==> config.mk <==
export PLATFORM = sky130hd
export DESIGN_NAME = dac_ctrl
export DESIGN_NICKNAME = d
export VERILOG_FILES = /design/src/logic/dac_types_pkg.sv /design/src/logic/dac_bank_pkg.sv /design/src/logic/dac_req_decode.sv /design/src/logic/dac_channel.sv /design/src/logic/dac_result.sv /design/src/logic/dac_ctrl.sv
export SDC_FILE = /design/constraint.sdc
export NUM_CORES = 1
export LEC_CHECK = 0
export BUFFER_PORTS_ARGS = -buffer_cell sky130_fd_sc_hd__buf_4
export CAP_MARGIN = 20
export CORE_ASPECT_RATIO = 1.1
export CORE_UTILIZATION = 50
export CTS_CLUSTER_DIAMETER = 30
export CTS_CLUSTER_SIZE = 12
export DETAILED_ROUTE_END_ITERATION = 8
export MAX_ROUTING_LAYER = met4
export PLACE_DENSITY_LB_ADDON = 0.25
export RECOVER_POWER = 100
export SLEW_MARGIN = 20
export SYNTH_ARGS = -nofsm -noshare
export SYNTH_HDL_FRONTEND = slang
export SYNTH_SLANG_ARGS = --single-unit
==> constraint.sdc <==
create_clock -name clk -period 15.9 [get_ports clk]
set_input_delay 1.59 -clock clk [delete_from_list [all_inputs] [get_ports clk]]
set_output_delay 1.59 -clock clk [all_outputs]
set_load 0.005 [all_outputs]
==> src/logic/dac_types_pkg.sv <==
package dac_types_pkg;

    ////////////////////////////////////////
    // channel bank sizing
    ////////////////////////////////////////

    localparam int NUM_CHAN = 8;     // dac channels in the bank
    localparam int SAMPLE_W = 14;    // dac code width
    localparam int DWELL_BITS = 32;  // width of the dwell time input

    ////////////////////////////////////////
    // shared types
    ////////////////////////////////////////

    // one dac code
    typedef logic [SAMPLE_W-1:0] sample_t;

    // one bit per channel
    // request, lock, start and done all use this
    typedef logic [NUM_CHAN-1:0] chan_mask_t;

    // all channel samples, channel 0 sits in the low bits
    typedef logic [NUM_CHAN-1:0][SAMPLE_W-1:0] sample_bus_t;

    // dwell time in clock cycles
    typedef logic [DWELL_BITS-1:0] dwell_t;

    // what the execute stage reports back to the result stage
    typedef struct packed {
        chan_mask_t  done;     // per channel done flags
        sample_bus_t samples;  // held output code of each channel
    } chan_status_t;

endpackage

==> src/logic/dac_bank_pkg.sv <==
package dac_bank_pkg;

    // output bank currently routed to the four dac buses
    typedef enum logic [1:0] {
        BANK_NONE,  // nothing selected yet, outputs at zero
        BANK_X,
        BANK_Y
    } bank_e;

    localparam int NUM_OUT = 4;  // physical dac output buses

    // lock patterns that pick a bank
    localparam dac_types_pkg::chan_mask_t BANK_X_MASK = 8'h0F;
    localparam dac_types_pkg::chan_mask_t BANK_Y_MASK = 8'hF0;

    typedef logic [$clog2(dac_types_pkg::NUM_CHAN)-1:0] chan_idx_t;
    typedef chan_idx_t [NUM_OUT-1:0] route_t;  // entry 0 feeds dac1

    // source channel per output, listed dac4 down to dac1
    localparam route_t BANK_X_ROUTE = {3'd3, 3'd2, 3'd0, 3'd1};  // 1, 0, 2, 3
    localparam route_t BANK_Y_ROUTE = {3'd6, 3'd4, 3'd7, 3'd5};  // 5, 7, 4, 6

    // the four routed output buses
    typedef struct packed {
        dac_types_pkg::sample_t dac1;
        dac_types_pkg::sample_t dac2;
        dac_types_pkg::sample_t dac3;
        dac_types_pkg::sample_t dac4;
    } dac_out_t;

endpackage

==> src/logic/dac_req_decode.sv <==
module dac_req_decode (
    input  logic                      clk,
    input  logic                      rst,
    input  dac_types_pkg::chan_mask_t dac_req,
    input  logic                      ack_clr,
    output dac_types_pkg::chan_mask_t start,
    output dac_types_pkg::chan_mask_t lock,
    output dac_bank_pkg::bank_e       bank
);

    dac_types_pkg::chan_mask_t req_q;  // dac_req one cycle late
    logic                      take;   // request accepted this edge

    ////////////////////////////////////////
    // request edge detect
    ////////////////////////////////////////

    always_ff @(posedge clk or posedge rst) begin
        if (rst) begin
            req_q <= '0;
        end else begin
            req_q <= dac_req;
        end
    end

    // first rise of the mask while the lock is empty
    assign take = (dac_req != '0) && (req_q == '0) && (lock == '0);

    ////////////////////////////////////////
    // lock and start pulse
    ////////////////////////////////////////

    always_ff @(posedge clk or posedge rst) begin
        if (rst) begin
            lock <= '0;
        end else if (ack_clr) begin
            lock <= '0;        // clear wins over a new request
        end else if (take) begin
            lock <= dac_req;   // hold mask until all channels finish
        end
    end

    always_ff @(posedge clk or posedge rst) begin
        if (rst) begin
            start <= '0;
        end else if (take) begin
            start <= dac_req;  // single cycle kick to the channels
        end else begin
            start <= '0;
        end
    end

    ////////////////////////////////////////
    // bank decode
    ////////////////////////////////////////

    // follows the lock one edge later
    // any other pattern keeps the last bank
    always_ff @(posedge clk or posedge rst) begin
        if (rst) begin
            bank <= dac_bank_pkg::BANK_NONE;
        end else if (lock == dac_bank_pkg::BANK_X_MASK) begin
            bank <= dac_bank_pkg::BANK_X;
        end else if (lock == dac_bank_pkg::BANK_Y_MASK) begin
            bank <= dac_bank_pkg::BANK_Y;
        end
    end

    // a pulse must not restart while the lock it set is still held
    a_start_one_cycle: assert property (
        @(posedge clk) disable iff (rst)
        (start != '0) |=> (start == '0)
    ) else $error("start mask held for more than one cycle");

endmodule

==> src/logic/dac_channel.sv <==
module dac_channel #(
    parameter int DWELL_W = 32  // dwell counter width
) (
    input  logic                    clk,
    input  logic                    rst,
    input  logic                    start,
    input  dac_types_pkg::sample_t  sample_in,
    input  dac_types_pkg::dwell_t   dwell,
    input  logic                    ack_clr,
    output logic                    done,
    output dac_types_pkg::sample_t  sample_out
);

    typedef enum logic [1:0] {
        IDLE,  // waiting for a start pulse
        WAIT,  // counting down the dwell
        DONE   // output updated, waiting for ack_clr
    } state_e;

    state_e                  state;
    logic [DWELL_W-1:0]      count;     // remaining dwell cycles
    dac_types_pkg::sample_t  sample_q;  // code captured on start

    ////////////////////////////////////////
    // dwell fsm
    ////////////////////////////////////////

    always_ff @(posedge clk or posedge rst) begin
        if (rst) begin
            state      <= IDLE;
            count      <= '0;
            sample_out <= '0;
        end else begin
            case (state)
                IDLE: begin
                    if (start) begin
                        count <= dwell[DWELL_W-1:0];  // load full dwell
                        state <= WAIT;
                    end
                end
                WAIT: begin
                    if (count == '0) begin
                        sample_out <= sample_q;       // new code reaches the dac
                        state      <= DONE;
                    end else begin
                        count <= count - 1'b1;
                    end
                end
                DONE: begin
                    if (ack_clr) begin
                        state <= IDLE;                // sample_out keeps its value
                    end
                end
                default: state <= IDLE;
            endcase
        end
    end

    // payload capture, only taken when a start is accepted
    always_ff @(posedge clk) begin
        if (state == IDLE && start) begin
            sample_q <= sample_in;
        end
    end

    assign done = (state == DONE);

    // the decode lock should block any restart mid dwell
    a_no_start_in_wait: assert property (
        @(posedge clk) disable iff (rst)
        start |-> (state != WAIT)
    ) else $error("start arrived while channel in WAIT");

endmodule

==> src/logic/dac_result.sv <==
module dac_result (
    input  logic                        clk,
    input  logic                        rst,
    input  dac_types_pkg::chan_mask_t   lock,
    input  dac_bank_pkg::bank_e         bank,
    input  dac_types_pkg::chan_status_t status,
    output logic                        ack_clr,
    output logic                        dac_ack,
    output dac_bank_pkg::dac_out_t      dac_out
);

    dac_bank_pkg::route_t route;  // source channels for the active bank

    ////////////////////////////////////////
    // completion
    ////////////////////////////////////////

    // every locked channel has finished
    assign ack_clr = (status.done == lock) && (lock != '0);

    always_ff @(posedge clk or posedge rst) begin
        if (rst) begin
            dac_ack <= 1'b0;
        end else begin
            dac_ack <= ack_clr;  // one cycle, done flags drop on the same edge
        end
    end

    ////////////////////////////////////////
    // output routing
    ////////////////////////////////////////

    always_comb begin
        case (bank)
            dac_bank_pkg::BANK_X: route = dac_bank_pkg::BANK_X_ROUTE;
            dac_bank_pkg::BANK_Y: route = dac_bank_pkg::BANK_Y_ROUTE;
            default:              route = dac_bank_pkg::BANK_X_ROUTE;  // unused, out is zero
        endcase
    end

    // straight from the held samples, no output register
    always_comb begin
        dac_out = '0;
        if (bank != dac_bank_pkg::BANK_NONE) begin
            dac_out.dac1 = status.samples[route[0]];
            dac_out.dac2 = status.samples[route[1]];
            dac_out.dac3 = status.samples[route[2]];
            dac_out.dac4 = status.samples[route[3]];
        end
    end

    // only started channels may finish, ties lock in decode to done in the channels
    a_done_inside_lock: assert property (
        @(posedge clk) disable iff (rst)
        (status.done & ~lock) == '0
    ) else $error("done flag outside the request lock");

    // ack never fires twice in a row, the clear must reach every channel
    a_ack_single: assert property (
        @(posedge clk) disable iff (rst)
        dac_ack |-> !ack_clr
    ) else $error("ack_clr still high after acknowledge");

endmodule

==> src/logic/dac_ctrl.sv <==
module dac_ctrl #(
    parameter int DWELL_W = 32  // passed to every channel counter
) (
    input  logic                       clk,
    input  logic                       rst,
    input  dac_types_pkg::sample_bus_t dac_val,
    input  dac_types_pkg::chan_mask_t  dac_req,
    input  dac_types_pkg::dwell_t      dac_time,
    output logic                       dac_ack,
    output dac_bank_pkg::dac_out_t     dac_out
);

    dac_types_pkg::chan_mask_t   start;     // per channel kick
    dac_types_pkg::chan_mask_t   lock;      // channels of the request in flight
    dac_bank_pkg::bank_e         bank;
    logic                        ack_clr;   // from the result stage only
    dac_types_pkg::chan_mask_t   done_bus;  // per channel finished
    dac_types_pkg::sample_bus_t  held;      // per channel output code
    dac_types_pkg::chan_status_t status;

    ////////////////////////////////////////
    // decode stage
    ////////////////////////////////////////

    dac_req_decode u_decode (
        .clk     (clk),
        .rst     (rst),
        .dac_req (dac_req),
        .ack_clr (ack_clr),
        .start   (start),
        .lock    (lock),
        .bank    (bank)
    );

    ////////////////////////////////////////
    // execute stage
    ////////////////////////////////////////

    // one dwell timer per dac code
    for (genvar i = 0; i < dac_types_pkg::NUM_CHAN; i++) begin : g_chan
        dac_channel #(
            .DWELL_W (DWELL_W)
        ) u_chan (
            .clk        (clk),
            .rst        (rst),
            .start      (start[i]),
            .sample_in  (dac_val[i]),
            .dwell      (dac_time),  // shared by all channels
            .ack_clr    (ack_clr),
            .done       (done_bus[i]),
            .sample_out (held[i])
        );
    end

    // gather channel state for the result stage
    assign status.done    = done_bus;
    assign status.samples = held;

    ////////////////////////////////////////
    // result stage
    ////////////////////////////////////////

    dac_result u_result (
        .clk     (clk),
        .rst     (rst),
        .lock    (lock),
        .bank    (bank),
        .status  (status),
        .ack_clr (ack_clr),
        .dac_ack (dac_ack),
        .dac_out (dac_out)
    );

endmodule

After elaboration in Yosys (flattened, before gate mapping)
Cells that the tools add are included.
{ "op_classes": {"reduce_logical": 66, "n_addsub": 8, "order_cmp": 4, "muxes": 64, "n_eq_ne": 52} }
{ "op_table": {"columns": ["op", "count"], "rows": [
  ["$mux W32", 16],
  ["$pmux W32 S2", 8],
  ["$logic_not A32 Y1", 8],
  ["$sub A32 B1 Y32 const B", 8],
  ["$bmux W14 S3", 4],
  ["$mux W14", 4],
  ["$mux W56", 1],
  ["$pmux W2 S3", 8],
  ["$reduce_and A3 Y1", 16],
  ["$mux W2", 19],
  ["$ne A2 B1 Y1 const B", 16],
  ["$ne A2 B2 Y1 const B", 16],
  ["$mux W8", 3],
  ["$reduce_bool A2 Y1", 11],
  ["$eq A2 B2 Y1 const B", 9],
  ["$eq A2 B1 Y1 const B", 8],
  ["$logic_not A2 Y1", 8],
  ["$logic_not A8 Y1", 2],
  ["$lt A3 B4 Y1 const B", 4],
  ["$reduce_and A2 Y1", 8],
  ["$reduce_bool A8 Y1", 2],
  ["$mux W12", 1],
  ["$logic_and A1 B1 Y1", 11],
  ["$eq A8 B4 Y1 const B", 1],
  ["other kinds (2)", 2]
]} }
{ "word_totals": {"word_cells": 231, "regBits": 523, "output_inout_bits": 57, "input_bits": 154} }

Logic depth before layout (Yosys ltp)
Gate-level depths: netlist of the first run.
{ "logic_depth": {"word_depth": 5, "mapped_depth": 11, "ltp_nobuf": 9} }

Modules after synthesis
A second synthesis of the first run with hierarchy kept.
{ "unflattened": {"cells_unflattened": 2627, "hier_area_um2": 27441.3} }
{ "modules_own_cells": {"columns": ["mod", "instances", "cells_each", "area_each_um2"], "rows": [
  ["dac_channel at g_chan[0].u_chan ...", 4, 308, 3256.9],
  ["dac_channel at g_chan[4].u_chan ...", 3, 311, 3199.3],
  ["dac_channel at g_chan[7].u_chan", 1, 306, 3149.3],
  ["dac_req_decode", 1, 72, 952.2],
  ["dac_result", 1, 84, 714.4]
]} }

Least setup slack after synthesis of the first run
Ideal clock, no wire load.
{ "synth_path": {"path_kind": "reg2reg", "start": "reg g_chan[5].u_chan.count[0]", "end": "reg g_chan[5].u_chan.sample_out[0]", "synth_period_minus_slack_ns": 2.850, "setup_time_ns": 0.125, "path_stages_with_launch": 10, "t_arrival_ns": 2.726, "path_slack_ns": 13.050, "path_buffers": 1, "cell_sequence": "dfrtp_1 > inv_1 > ha_1 > or4b_2 > or4_1 > nor2b_1 > nand2_1 > nor2_2 > buf_4 > mux2_2"} }
{ "synth_between": {"elab_chain_len": 2} }
{ "synth_lines": {"columns": ["element", "line", "rtl"], "rows": [
  ["from (decl)", "dac_channel.sv:21", "logic [DWELL_W-1:0] count;"],
  ["from (signal assigned)", "dac_channel.sv:37", "count <= dwell[DWELL_W-1:0];"],
  ["from (signal assigned)", "dac_channel.sv:46", "count <= count - 1'b1;"],
  ["$logic_not A32 Y1", "dac_channel.sv:42", "if (count == '0) begin"],
  ["$reduce_and A2 Y1 (no line)", null, null],
  ["to (signal assigned)", "dac_channel.sv:43", "sample_out <= sample_q;"],
  ["to (decl)", "dac_channel.sv:11", "output dac_types_pkg::sample_t sample_out"]
]} }
Every way passes these cells.
A chain may end at the register's enable or synchronous reset.

==> metrics.md, run 1 <==
| Metric | Value |
|---|---|
| WL/cell | `approximately 23 um` |
| Worst Hold Path Cells | `1` |
| Worst Path Required | `~16 ns` |
| Die X | `about 220 um` |
| Register area share after synthesis | `0.5296` |
| Largest delay share family, worst path | `buffers and inverters` |
| Violated checks | `capacitance limit, slew limit` |
| Layout Nets | `2959` |
| Synth area leaders | `dfrtp_1, edfxtp_1, mux2_2` |
| H-tree depth | `3` |
| Cell variety after synth | `81` |
| Post_cts resized | `0` |
| DRT Wirelength | `a little over 80 mm` |
| Final setup margin | `~7.7 ns` |
| Final hold vios | `0` |
| Total vias in the final route | `~23000` |
| Vias in the first global route | `about 22000` |
| DIE AREA | `around 52000 um^2` |
| Total Negative Setup Slacks | `0 ns` |
| Slowest stage delay, CP | `between 2 and 3 ns` |
| Worst R2R Path Depth | `9` |
| Clock latency on the worst-skew pair | `between 0.6 and 0.7 ns` |
| Final min period | `approximately 8.2 ns` |
| Worst-margin pin slew | `5.382 ns` |
| Clock sink count | `about 520` |
| Final instance area | `between 30000 and 40000 um^2` |
| CP Launch Type | `input port` |
| Unrepaired setup endpoints after global routing | `no` |
| Residual DRC | `0` |
| Number of buffers created by CTS | `between 100 and 150` |
| Detailed Route Iter0 Violations | `2314` |
| Setup Buffers After CTS | `0` |
| Post-synth EDFFs | `around 110` |
| Commonest cells after routing, fill and taps aside | `dfrtp_1, nand2_1, nor2_1` |
| Crit path capture type | `asynchronous set/reset pin` |
| Proportion of layout cells with a drive suffix above 1 | `0.1904` |
| Initial core utilization | `0.5106` |
| I/O pins | `around 210` |
| HP Class | `reg -> reg` |
| Placed Area | `~28000 um^2` |
| Layout Skew | `0.02160 ns` |
| Multi-input logic area | `approximately 11000 um^2` |
| Outcome | `finished, violations left` |
| Detail Route Antenna Nets | `0` |
| Cts hold-fix bufs | `0` |
| Clock transition at path regs | `about 0.050 ns` |
| Grt ovf | `0` |
| Slew Limit Fails | `about 440` |
| Commonest non-fill, non-tap cell in the layout | `dfrtp_1` |
| CP max FO | `169` |
| Worst vdd ir | `between 0.1 and 0.15 mV` |
| Crit path kind | `in -> async` |
| #FFs+latches synth | `around 520` |
| Port Buffers | `210` |
| Initial antenna violation count | `5` |
| Synthesized area per cell | `between 9 and 10 um^2` |
| Clock Tree Buf Depth | `3` |
| Mapped Cells | `about 2600` |
| Relative slew slack | `-2.608` |
| Pin count of the biggest net entering global routing | `between 150 and 200` |
| Rows | `86` |
| Sequential cell area | `roughly 14000 um^2` |
| Worst Path Buf+Inv | `4` |
| Worst path depth | `4` |
| Vias per cell | `~6.4` |
| Max_cap viols | `9` |
| Fillers | `4004` |
| Share of Yosys cell area claimed by the top area cell type | `0.3991` |
| Placer congestion estimate | `0.9287` |
| First-pass GRT wire length | `125.7 mm` |
| Worst slack, placed | `about 12 ns` |
| CTS tree | `done` |
| Detailed-placement wirelength estimate | `50.87 mm` |
| Clock Tree Root | `clkbuf_16` |
| Fin crit share | `0.5173` |
| Leak | `12.54 nW` |
| Leading area contributor after synthesis | `dfrtp_1` |
| Share of flip-flops with an asynchronous set or reset | `0.7859` |
| Core ar. | `roughly 50000 um^2` |
| Yosys warns | `0` |
| Layout area overhead | `22.94%` |
| Mapped Area | `25770 um^2` |
| P per Cell Area | `approximately 140 nW/um^2` |
| Die height | `roughly 240 um` |
| GRT Total Usage | `0.3197` |
| Worst Path Arrival | `8.14 ns` |
| Syn_nets | `between 2000 and 3000` |
| Max Freq | `between 100 and 150 MHz` |
| Ys flop type | `dfrtp_1` |
| Final setup fails | `0` |
| Critical Path Slowest Stage Cell | `clkinvlp_2` |
| CP Cell Sequence | `clkbuf_4, clkinvlp_2, buf_12, clkbuf_1` |
| TritonRoute pass-1 iters | `6` |
==> report_power, final <==
part           switching, mW  total [mW]  internal, mW
clock network          0.791        2.42          1.63
logic                  0.255       0.391         0.136
registers              0.110        1.57          1.46
total                   1.16        4.39          3.23
==> worst reg2reg max path, cell delays in order (launching register included) <==
cell and delay (ns):
dfrtp_1 0.41, nand2b_1 0.14, clkbuf_1 1.40, nand2_1 0.65, inv_1 0.83, or4b_1 0.25
nand2_1 0.62, inv_1 0.78, o21ai_0 0.21, o2bb2ai_1 0.21
==> through the flow <==
stage	cells	util	total power, mW	hold WS [ns]
6_report	3558	0.6278	4.388	0.4642
5_1_grt	3558	0.6278	4.533	0.4837
4_1_cts	3553	0.6313	4.410	0.4733
3_5_place_dp	3343	0.5518	1.979	0.4631
3_3_place_gp	3342	0.5512	1.958	0.4561
2_1_floorplan	2610	-	1.821	0.4490
==> Yosys cell counts (46+ instances only) <==
| cell type | instances |
|---|---|
| dfrtp_1 | 411 |
| nand2_1 | 245 |
| nor2_1 | 218 |
| o21ai_0 | 214 |
| a21oi_1 | 170 |
| clkbuf_1 | 137 |
| nor3_1 | 113 |
| edfxtp_1 | 112 |
| mux2_2 | 112 |
| nand3_1 | 74 |
| nor4_1 | 74 |
| o22ai_1 | 49 |
| or3_1 | 46 |
==> cells by family after synthesis <==
group,Yosys count,share of synthesized area
simple gates,968,0.1868
compound gates,751,0.1876
flops,523,0.5296
buf+inv,220,0.03341
mux,116,0.05050
fa+ha+maj,8,0.003885
xor+xnor,24,0.008157
==> path summary, 6_finish.rpt <==
check	start	endpoint	slack [ns]
setup reg to reg	g_chan[0].u_chan.state[1]$_DFFE_PP0P_	g_chan[0].u_chan.count[5]$_DFFE_PP0P_	10.24
max in group clk	g_chan[0].u_chan.state[1]$_DFFE_PP0P_	g_chan[0].u_chan.count[5]$_DFFE_PP0P_	10.24
min in group asynchronous	rst	g_chan[1].u_chan.sample_out[7]$_DFFE_PP0P_	2.61
setup / recovery	rst	g_chan[5].u_chan.count[17]$_DFFE_PP0P_	7.68
hold reg to reg	g_chan[2].u_chan.sample_q[10]$_DFFE_PP_	g_chan[2].u_chan.sample_out[10]$_DFFE_PP0P_	0.46
hold / removal	g_chan[2].u_chan.sample_q[10]$_DFFE_PP_	g_chan[2].u_chan.sample_out[10]$_DFFE_PP0P_	0.46
==> metal layers <==
metal	track usage	share of wire	vias to the layer above
li1	-	-	10230
met1	0.4067	0.40	11090
met2	0.4769	0.45	1233
met3	0.07160	0.095	255
met4	0.1683	0.051	0
met5	-	0	-
==> registers in the layout (all words and copies together), names as in the netlist <==
signal and count:
g_chan.u_chan.count 256, g_chan.u_chan.sample_out 112, g_chan.u_chan.sample_q 112, g_chan.u_chan.state 16, u_decode.lock 8, u_decode.req_q 8
u_decode.start 8, u_decode.bank 2, u_result.dac_ack 1
==> area by class of cell <==
type / count / area share
diodes: 4 / 0.0003160
multi-input cells: 1867 / 0.3553
repair buffers: 249 / 0.05553
clock buffers: 141 / 0.09696
well taps: 660 / 0.02607
inverters: 45 / 0.005371
clock inverters: 69 / 0.02966
flip-flops and latches: 523 / 0.4308
No activity file was read; power rests on OpenSTA's default activity.
==> run 2, diff against run 1 <==
==> constraint.sdc (replaced) <==
create_clock -name clk -period 7.88 [get_ports clk]
set_input_delay 0.788 -clock clk [delete_from_list [all_inputs] [get_ports clk]]
set_output_delay 0.788 -clock clk [all_outputs]
set_load 0.005 [all_outputs]
==> metrics.md, run 2 (same netlist as run 1, synthesis figures left out) <==
| Metric | Value |
|---|---|
| Max_cap viols | `11 (+2)` |
| DIE AREA | `52450 um^2 (unchanged)` |
| Worst slack, placed | `4.148 ns (-7.583 ns)` |
| Port Buffers | `210 (unchanged)` |
| WL/cell | `22.88 um (+0.11%)` |
| HP Class | `in -> reg` |
| Worst vdd ir | `0.2345 mV (+87%)` |
| Max layer used | `met4` |
| Post_cts resized | `0 (unchanged)` |
| Clock Tree Buf Depth | `3 (unchanged)` |
| Placer congestion estimate | `0.8786 (-5.4%)` |
| Post-Place Cells | `3341 (-0.060%)` |
| CP Launch Point | `g_chan[0].u_chan.state[1]$_DFFE_PP0P_` |
| Fillers | `4047 (+1.1%)` |
| Grt ovf | `0 (unchanged)` |
| Violated checks | `capacitance limit, slew limit` |
| Commonest cells after routing, fill and taps aside | `dfrtp_1, nand2_1, nor2_1` |
| Initial core utilization | `0.5106 (unchanged)` |
| Die X | `218.5 um (unchanged)` |
| Layout Skew | `0.03638 ns (+0.01478 ns)` |
| Clock latency on the worst-skew pair | `0.65 ns (about the same)` |
| CP Launch Type | `register` |
| Final hold vios | `0 (unchanged)` |
| I/O pins | `211 (unchanged)` |
| Pin count of the biggest net entering global routing | `140 (-18%)` |
| Detail Route Antenna Nets | `0 (unchanged)` |
| Number of buffers created by CTS | `106 (-4.5%)` |
| Clock sink count | `523 (unchanged)` |
| First-pass GRT wire length | `123.8 mm (-1.6%)` |
| P per Cell Area | `277.0 nW/um^2 (+100%)` |
| Residual DRC | `0 (unchanged)` |
| Worst-margin pin slew | `3.674 ns (-1.708 ns)` |
| Final min period | `5.463 ns` |
| M1 WL | `33.31 mm (+2.0%)` |
| Reg-to-reg startpoint | `g_chan[0].u_chan.state[1]$_DFFE_PP0P_` |
| Initial antenna violation count | `2 (-3)` |
| Unrepaired setup endpoints after global routing | `no` |
| Final instance area | `31450 um^2 (-0.73%)` |
| Crit path capture type | `register` |
| Cts hold-fix bufs | `0 (unchanged)` |
| Relative slew slack | `-1.450 (+1.158)` |
| Leak | `12.36 nW (-1.4%)` |
| Total Negative Setup Slacks | `0 ns (unchanged)` |
| TritonRoute pass-1 iters | `6 (unchanged)` |
| Routed met2 length | `36.50 mm (-0.70%)` |
| Setup Buffers After CTS | `0 (unchanged)` |
| Slew Limit Fails | `581 (+32%)` |
| Die height | `240.1 um (unchanged)` |
| Most flops, register | `g_chan.u_chan.count` |
| Final core occ | `0.6232 (-0.004586)` |
| Layout area overhead | `22.04%` |
| Core ar. | `50470 um^2 (unchanged)` |
| Crit path kind | `reg -> reg` |
| Max reg flops | `256 (unchanged)` |
| Detailed-placement wirelength estimate | `50.28 mm (-1.1%)` |
| Met3 Wirelength | `7.851 mm (+1.2%)` |
| H-tree depth | `3 (unchanged)` |
| Max Freq | `around 180 MHz` |
| Worst Path Arrival | `5.92 ns (-2.22 ns)` |
| Detailed Route Iter0 Violations | `2361 (+2.0%)` |
| Hold Startpoint | `dac_req[1]` |
| Clock transition at path regs | `0.06 ns (about the same)` |
| Total vias in the final route | `22950 (+0.65%)` |
| CTS tree | `done` |
| Vias per cell | `6.474 (+1.0%)` |
| Final setup margin | `2.417 ns (-5.258 ns)` |
| Layout Nets | `2951 (-0.27%)` |
| Clock Tree Root | `clkbuf_16` |
| GRT Total Usage | `0.3151 (-0.004597)` |
| Non-Filler Instances | `3545 (-0.37%)` |
| DRT Wirelength | `81.10 mm (-0.26%)` |
| Rows | `86 (unchanged)` |
| Commonest non-fill, non-tap cell in the layout | `dfrtp_1` |
| Worst Path Required | `8.34 ns (-7.47 ns)` |
| Placed Area | `27830 um^2 (about the same)` |
| CP max FO | `49 (-71%)` |
| Largest registers | `g_chan.u_chan.count: 256 flops, g_chan.u_chan.sample_out: 112 flops, g_chan.u_chan.sample_q: 112 flops` |
| Final setup fails | `0 (unchanged)` |
| Fin crit share | `0.6932` |
| Vias in the first global route | `22050 (+0.51%)` |
| Proportion of layout cells with a drive suffix above 1 | `0.1877 (-0.002742)` |
| Outcome | `finished, violations left` |
-- run 2: cell types whose count changed in the layout (fill, tap and decap cells not counted), sizes merged --
cell      change
buf           -1
bufinv        +2
clkbuf       -26
clkinv        +3
clkinvlp     +10
diode         -2
inv           +1
-- run 2: final timing paths --
path	slack [ns]	endpoint	cells past startpoint
hold reg to reg	0.47	g_chan[1].u_chan.sample_out[3]$_DFFE_PP0P_	1
setup / recovery	2.42	g_chan[0].u_chan.count[5]$_DFFE_PP0P_	9
max in group asynchronous	3.14	u_decode.bank[0]$_DFFE_PP0P_	3
setup reg to reg	2.42	g_chan[0].u_chan.count[5]$_DFFE_PP0P_	9
hold / removal	0.29	u_decode.req_q[1]$_DFF_PP0_	1
min in group asynchronous	0.44	g_chan[2].u_chan.sample_out[3]$_DFFE_PP0P_	2
-- run 2: layer usage --
layer | up-vias | GRT usage
met5 | - | -
met4 | 0 | 0.1466
met3 | 210 | 0.06325
met2 | 1174 | 0.4668
met1 | 11370 | 0.4160
li1 | 10190 | -
-- run 2: critical path: stages (launching register included) --
cell and delay, ns:
dfrtp_1 0.41, nand2b_1 0.14, clkbuf_1 1.45, nand2_1 0.62, inv_1 0.80, or4b_1 0.24, nand2_1 0.64, inv_2 0.59
o21ai_0 0.17, o2bb2ai_1 0.20
-- run 2: cell type report --
class                   instances  area [um^2]  share of cell area
well taps                     660        825.8             0.02626
flip-flops and latches        523        13650              0.4340
repair buffers                246         1665             0.05295
clock buffers                 117         2755             0.08761
diodes                          2        5.005           0.0001591
clock inverters                85         1116             0.03549
multi-input cells            1867        11260              0.3581
inverters                      45        171.4            0.005451
-- run 2: per-stage QoR --
step	power (mW)	hold slack [ns]
3_5_place_dp	4.004	0.4641
3_3_place_gp	3.967	0.4564
2_1_floorplan	3.676	0.4490
4_1_cts	8.774	0.2335
6_report	8.712	0.2894
5_1_grt	9.017	0.2563
-- run 2: report_power, final --
part           internal, mW  leakage [nW]  switching, mW
Sequential             2.95          5.93          0.205
Clock                  3.15          1.83           1.60
Combinational         0.275          4.60          0.533
==> run 3, diff against run 2 <==
--- a/config.mk
+++ b/config.mk
@@ -5,6 +5,7 @@
 export SDC_FILE = /design/constraint.sdc
 export NUM_CORES = 1
 export LEC_CHECK = 0
+export ABC_AREA = 1
 export BUFFER_PORTS_ARGS = -buffer_cell sky130_fd_sc_hd__buf_4
 export CAP_MARGIN = 20
 export CORE_ASPECT_RATIO = 1.1
==> constraint.sdc (replaced) <==
create_clock -name clk -period 5 [get_ports clk]
set_input_delay 0.5 -clock clk [delete_from_list [all_inputs] [get_ports clk]]
set_output_delay 0.5 -clock clk [all_outputs]
set_load 0.005 [all_outputs]
==> metrics.md, run 3 <==
| Metric | Value |
|---|---|
| Outcome | `finished, violations left` |
| Violated checks | `capacitance limit, slew limit` |
| Sw frac | `0.3791 (+0.1111)` |
| Detailed-placement wirelength estimate | `60.51 mm (+20%)` |
| Synthesized area per cell | `7.049 um^2 (-29%)` |
| Leak | `17.31 nW (+40%)` |
| I/O pins | `211 (unchanged)` |
| Pin count of the biggest net entering global routing | `147 (+5.0%)` |
| GRT Total Usage | `0.3240 (+0.008975)` |
| Post-Place Cells | `5152 (+54%)` |
| Multi-input logic area | `14110 um^2 (+25%)` |
| Mapped Area | `30430 um^2 (+18%)` |
| Largest delay share family, worst path | `simple AND/OR/NAND/NOR gates` |
| Clock transition at path regs | `0.05 ns (about the same)` |
| Worst Path Arrival | `4.45 ns (-1.47 ns)` |
| Die height | `260.7 um (+8.6%)` |
| Total vias in the final route | `30140 (+31%)` |
| Most flops, register | `g_chan.u_chan.count` |
| Cell variety after synth | `34 (-58%)` |
| Initial antenna violation count | `2 (unchanged)` |
| DIE AREA | `61850 um^2 (+18%)` |
| Layout area overhead | `22.45%` |
| Unrepaired setup endpoints after global routing | `no` |
| TritonRoute pass-1 iters | `6 (unchanged)` |
| Worst Hold Path Cells | `1 (unchanged)` |
| Share of Yosys cell area claimed by the top area cell type | `0.3380 (-0.06113)` |
| Synth area leaders | `dfrtp_1, nand2_1, edfxtp_1` |
| P per Cell Area | `543.4 nW/um^2 (+96%)` |
| Max_cap viols | `14 (+3)` |
| Final hold vios | `0 (unchanged)` |
| Grt ovf | `0 (unchanged)` |
| Worst-margin pin slew | `2.179 ns (-1.495 ns)` |
| Final instance area | `37260 um^2 (+18%)` |
| Switch Pwr | `7.676 mW (+230%)` |
| Seq pwr share | `0.339 (-0.023)` |
| Relative slew slack | `-0.4529 (+0.9967)` |
| Vias per cell | `5.496 (-15%)` |
| Clock Tree Buf Depth | `3 (unchanged)` |
| #FFs+latches synth | `523 (unchanged)` |
| Initial core utilization | `0.5073 (-0.003311)` |
| Number of buffers created by CTS | `115 (+8.5%)` |
| DRT Wirelength | `97.82 mm (+21%)` |
| Max reg flops | `256 (unchanged)` |
| Fin crit share | `0.7844 (+0.09116)` |
| Placer congestion estimate | `0.9640 (+9.7%)` |
| Total Negative Setup Slacks | `0 ns (unchanged)` |
| Critical Path Slowest Stage Cell | `nand2_1` |
| Clock Tree Root | `clkbuf_16` |
| Detail Route Antenna Nets | `0 (unchanged)` |
| Mapped Cells | `4317 (+65%)` |
| Worst Path Required | `5.53 ns (-2.81 ns)` |
| Rows | `94 (+9.3%)` |
| Crit path kind | `reg -> reg` |
| CP Cell Sequence | `inv_1, ha_1, nand2_1, nor2_1, nand4_4, nand2_1, nand2_1, o21ai_0` |
| Slew Limit Fails | `669 (+15%)` |
| Final min period | `3.922 ns (-1.541 ns)` |
| Int Power | `12.57 mW (+97%)` |
| Crit path capture type | `register` |
| Clock sink count | `523 (unchanged)` |
| Worst vdd ir | `0.3360 mV (+43%)` |
| H-tree depth | `3 (unchanged)` |
| Worst path depth | `8 (-1)` |
| Most used cell, CP | `nand2_1` |
| CP Launch Type | `register` |
| Register area share after synthesis | `0.4485 (-0.08112)` |
| Final core occ | `0.6212 (-0.001958)` |
| Slowest stage delay, CP | `1.08 ns (-0.37 ns)` |
| Ys flop type | `dfrtp_1` |
| Power share of the combinational group | `0.269 (+0.176)` |
| Final setup margin | `1.078 ns (-1.339 ns)` |
| Max Freq | `255.0 MHz (+39%)` |
| Placed Area | `32370 um^2 (+16%)` |
| CTS tree | `done` |
| Largest registers | `g_chan.u_chan.count: 256 flops, g_chan.u_chan.sample_out: 112 flops, g_chan.u_chan.sample_q: 112 flops` |
| Final setup fails | `0 (unchanged)` |
| Proportion of layout cells with a drive suffix above 1 | `0.1038 (-0.08390)` |
| CP max FO | `47 (-4.1%)` |
| Port Buffers | `210 (unchanged)` |
| Core ar. | `59980 um^2 (+19%)` |
| Detailed Route Iter0 Violations | `2730 (+16%)` |
| Clock latency on the worst-skew pair | `0.68 ns (+0.03 ns)` |
| Die X | `237.2 um (+8.6%)` |
| WL/cell | `17.84 um (-22%)` |
| Worst R2R Path Depth | `8 (-1)` |
| First-pass GRT wire length | `152.4 mm (+23%)` |
| Residual DRC | `0 (unchanged)` |
| HP Class | `in -> reg` |
| Most instantiated library cell after synthesis | `nand2_1` |
| Vias in the first global route | `28300 (+28%)` |
| Syn_nets | `4479 (+62%)` |
| Top cells by count, synth | `nand2_1, nand3_1, nor2_1` |
| Clock power share | `0.392 (-0.153)` |
| Share of flip-flops with an asynchronous set or reset | `0.7859 (unchanged)` |
| Post-synth EDFFs | `112 (unchanged)` |
| Non-Filler Instances | `5484 (+55%)` |
| Layout Nets | `4773 (+62%)` |
| WHS | `0.04930 ns (-0.2401 ns)` |
| Commonest cells after routing, fill and taps aside | `nand2_1, nand3_1, nor2_1` |
| Yosys warns | `0 (unchanged)` |
| Fillers | `5360 (+32%)` |
| Pwr Total | `20.25 mW (+130%)` |
| Worst slack, placed | `2.015 ns (-2.132 ns)` |
| Leading area contributor after synthesis | `dfrtp_1` |
| Sequential cell area | `13650 um^2 (about the same)` |
| Layout Skew | `0.02707 ns (-0.009316 ns)` |
| Worst Path Buf+Inv | `1 (-2)` |
| Commonest non-fill, non-tap cell in the layout | `nand2_1` |
## run 3: cell count changes in the layout (fill, tap and decap cells not counted), sizes merged, moves of 47 or more
cell / change
inv: +407
nor4: -73
mux2: -112
o21ai: +169
nand2: +1182
nor2: +307
a21oi: -163
dlygate4sd3: +110
nor3: -101
or3: -47
nand3: +634
## run 3: kinds of logic after synthesis
family,count (synthesis),share of synthesized area
adders and majority gates,8,0.003290
xor gates and xnor gates,12,0.003454
DFF,523,0.4485
and+or+nand+nor,2746,0.3879
AOI/OAI and AO/OA,416,0.07385
buffers and inverters,612,0.08298
## run 3: area by class of cell
| cell class | count | area share |
|---|---|---|
| Multi-Input combinational cell | 3182 | 0.3786 |
| Sequential cell | 523 | 0.3663 |
| Clock buffer | 143 | 0.08573 |
| Timing Repair Buffer | 341 | 0.07313 |
| Inverter | 448 | 0.04516 |
| Tap cell | 768 | 0.02579 |
| Clock inverter | 76 | 0.02512 |
| Antenna cell | 3 | 0.0002015 |
## run 3: repair_timing
item | in CTS | in global routing
gates resized for setup | 0 | 0
endpoints found under the hold margin | 118 | 0
hold buffers | 110 | 0
setup buffers | 0 | 0
## run 3: power by group through the flow
stage               logic [mW]  clock network (mW)  registers (mW)
floorplan                 4.38                   0            6.40
CTS                       5.55                8.01            6.79
finish                    5.46                7.94            6.85
global route              6.30                8.23            6.99
global placement          5.31                   0            6.83
detailed placement        5.43                   0            6.82
## run 3: final timing paths
check,from,end,slack [ns]
max in group asynchronous,rst,g_chan[5].u_chan.count[8]$_DFFE_PP0P_,1.95
min reg2reg,g_chan[7].u_chan.sample_q[4]$_DFFE_PP_,g_chan[7].u_chan.sample_out[4]$_DFFE_PP0P_,0.46
max,g_chan[2].u_chan.count[1]$_DFFE_PP0P_,g_chan[2].u_chan.count[9]$_DFFE_PP0P_,1.08
min,dac_val[66],g_chan[4].u_chan.sample_q[10]$_DFFE_PP_,0.05
max reg2reg,g_chan[2].u_chan.count[1]$_DFFE_PP0P_,g_chan[2].u_chan.count[9]$_DFFE_PP0P_,1.08
min in group asynchronous,rst,g_chan[6].u_chan.count[5]$_DFFE_PP0P_,0.46
## run 3: per-layer routing
metal | track usage | share of wire
met1 | 0.3966 | 0.40
met2 | 0.5186 | 0.47
met3 | 0.05796 | 0.075
met4 | 0.1588 | 0.046
met5 | - | 0
## run 3: worst register-to-register path, stage by stage, from the launching register on
cell,delay [ns]
dfrtp_1,0.38
inv_1,0.08
ha_1,0.20
nand2_1,0.13
nor2_1,0.62
nand4_4,0.15
nand2_1,0.57
nand2_1,1.08
o21ai_0,0.56
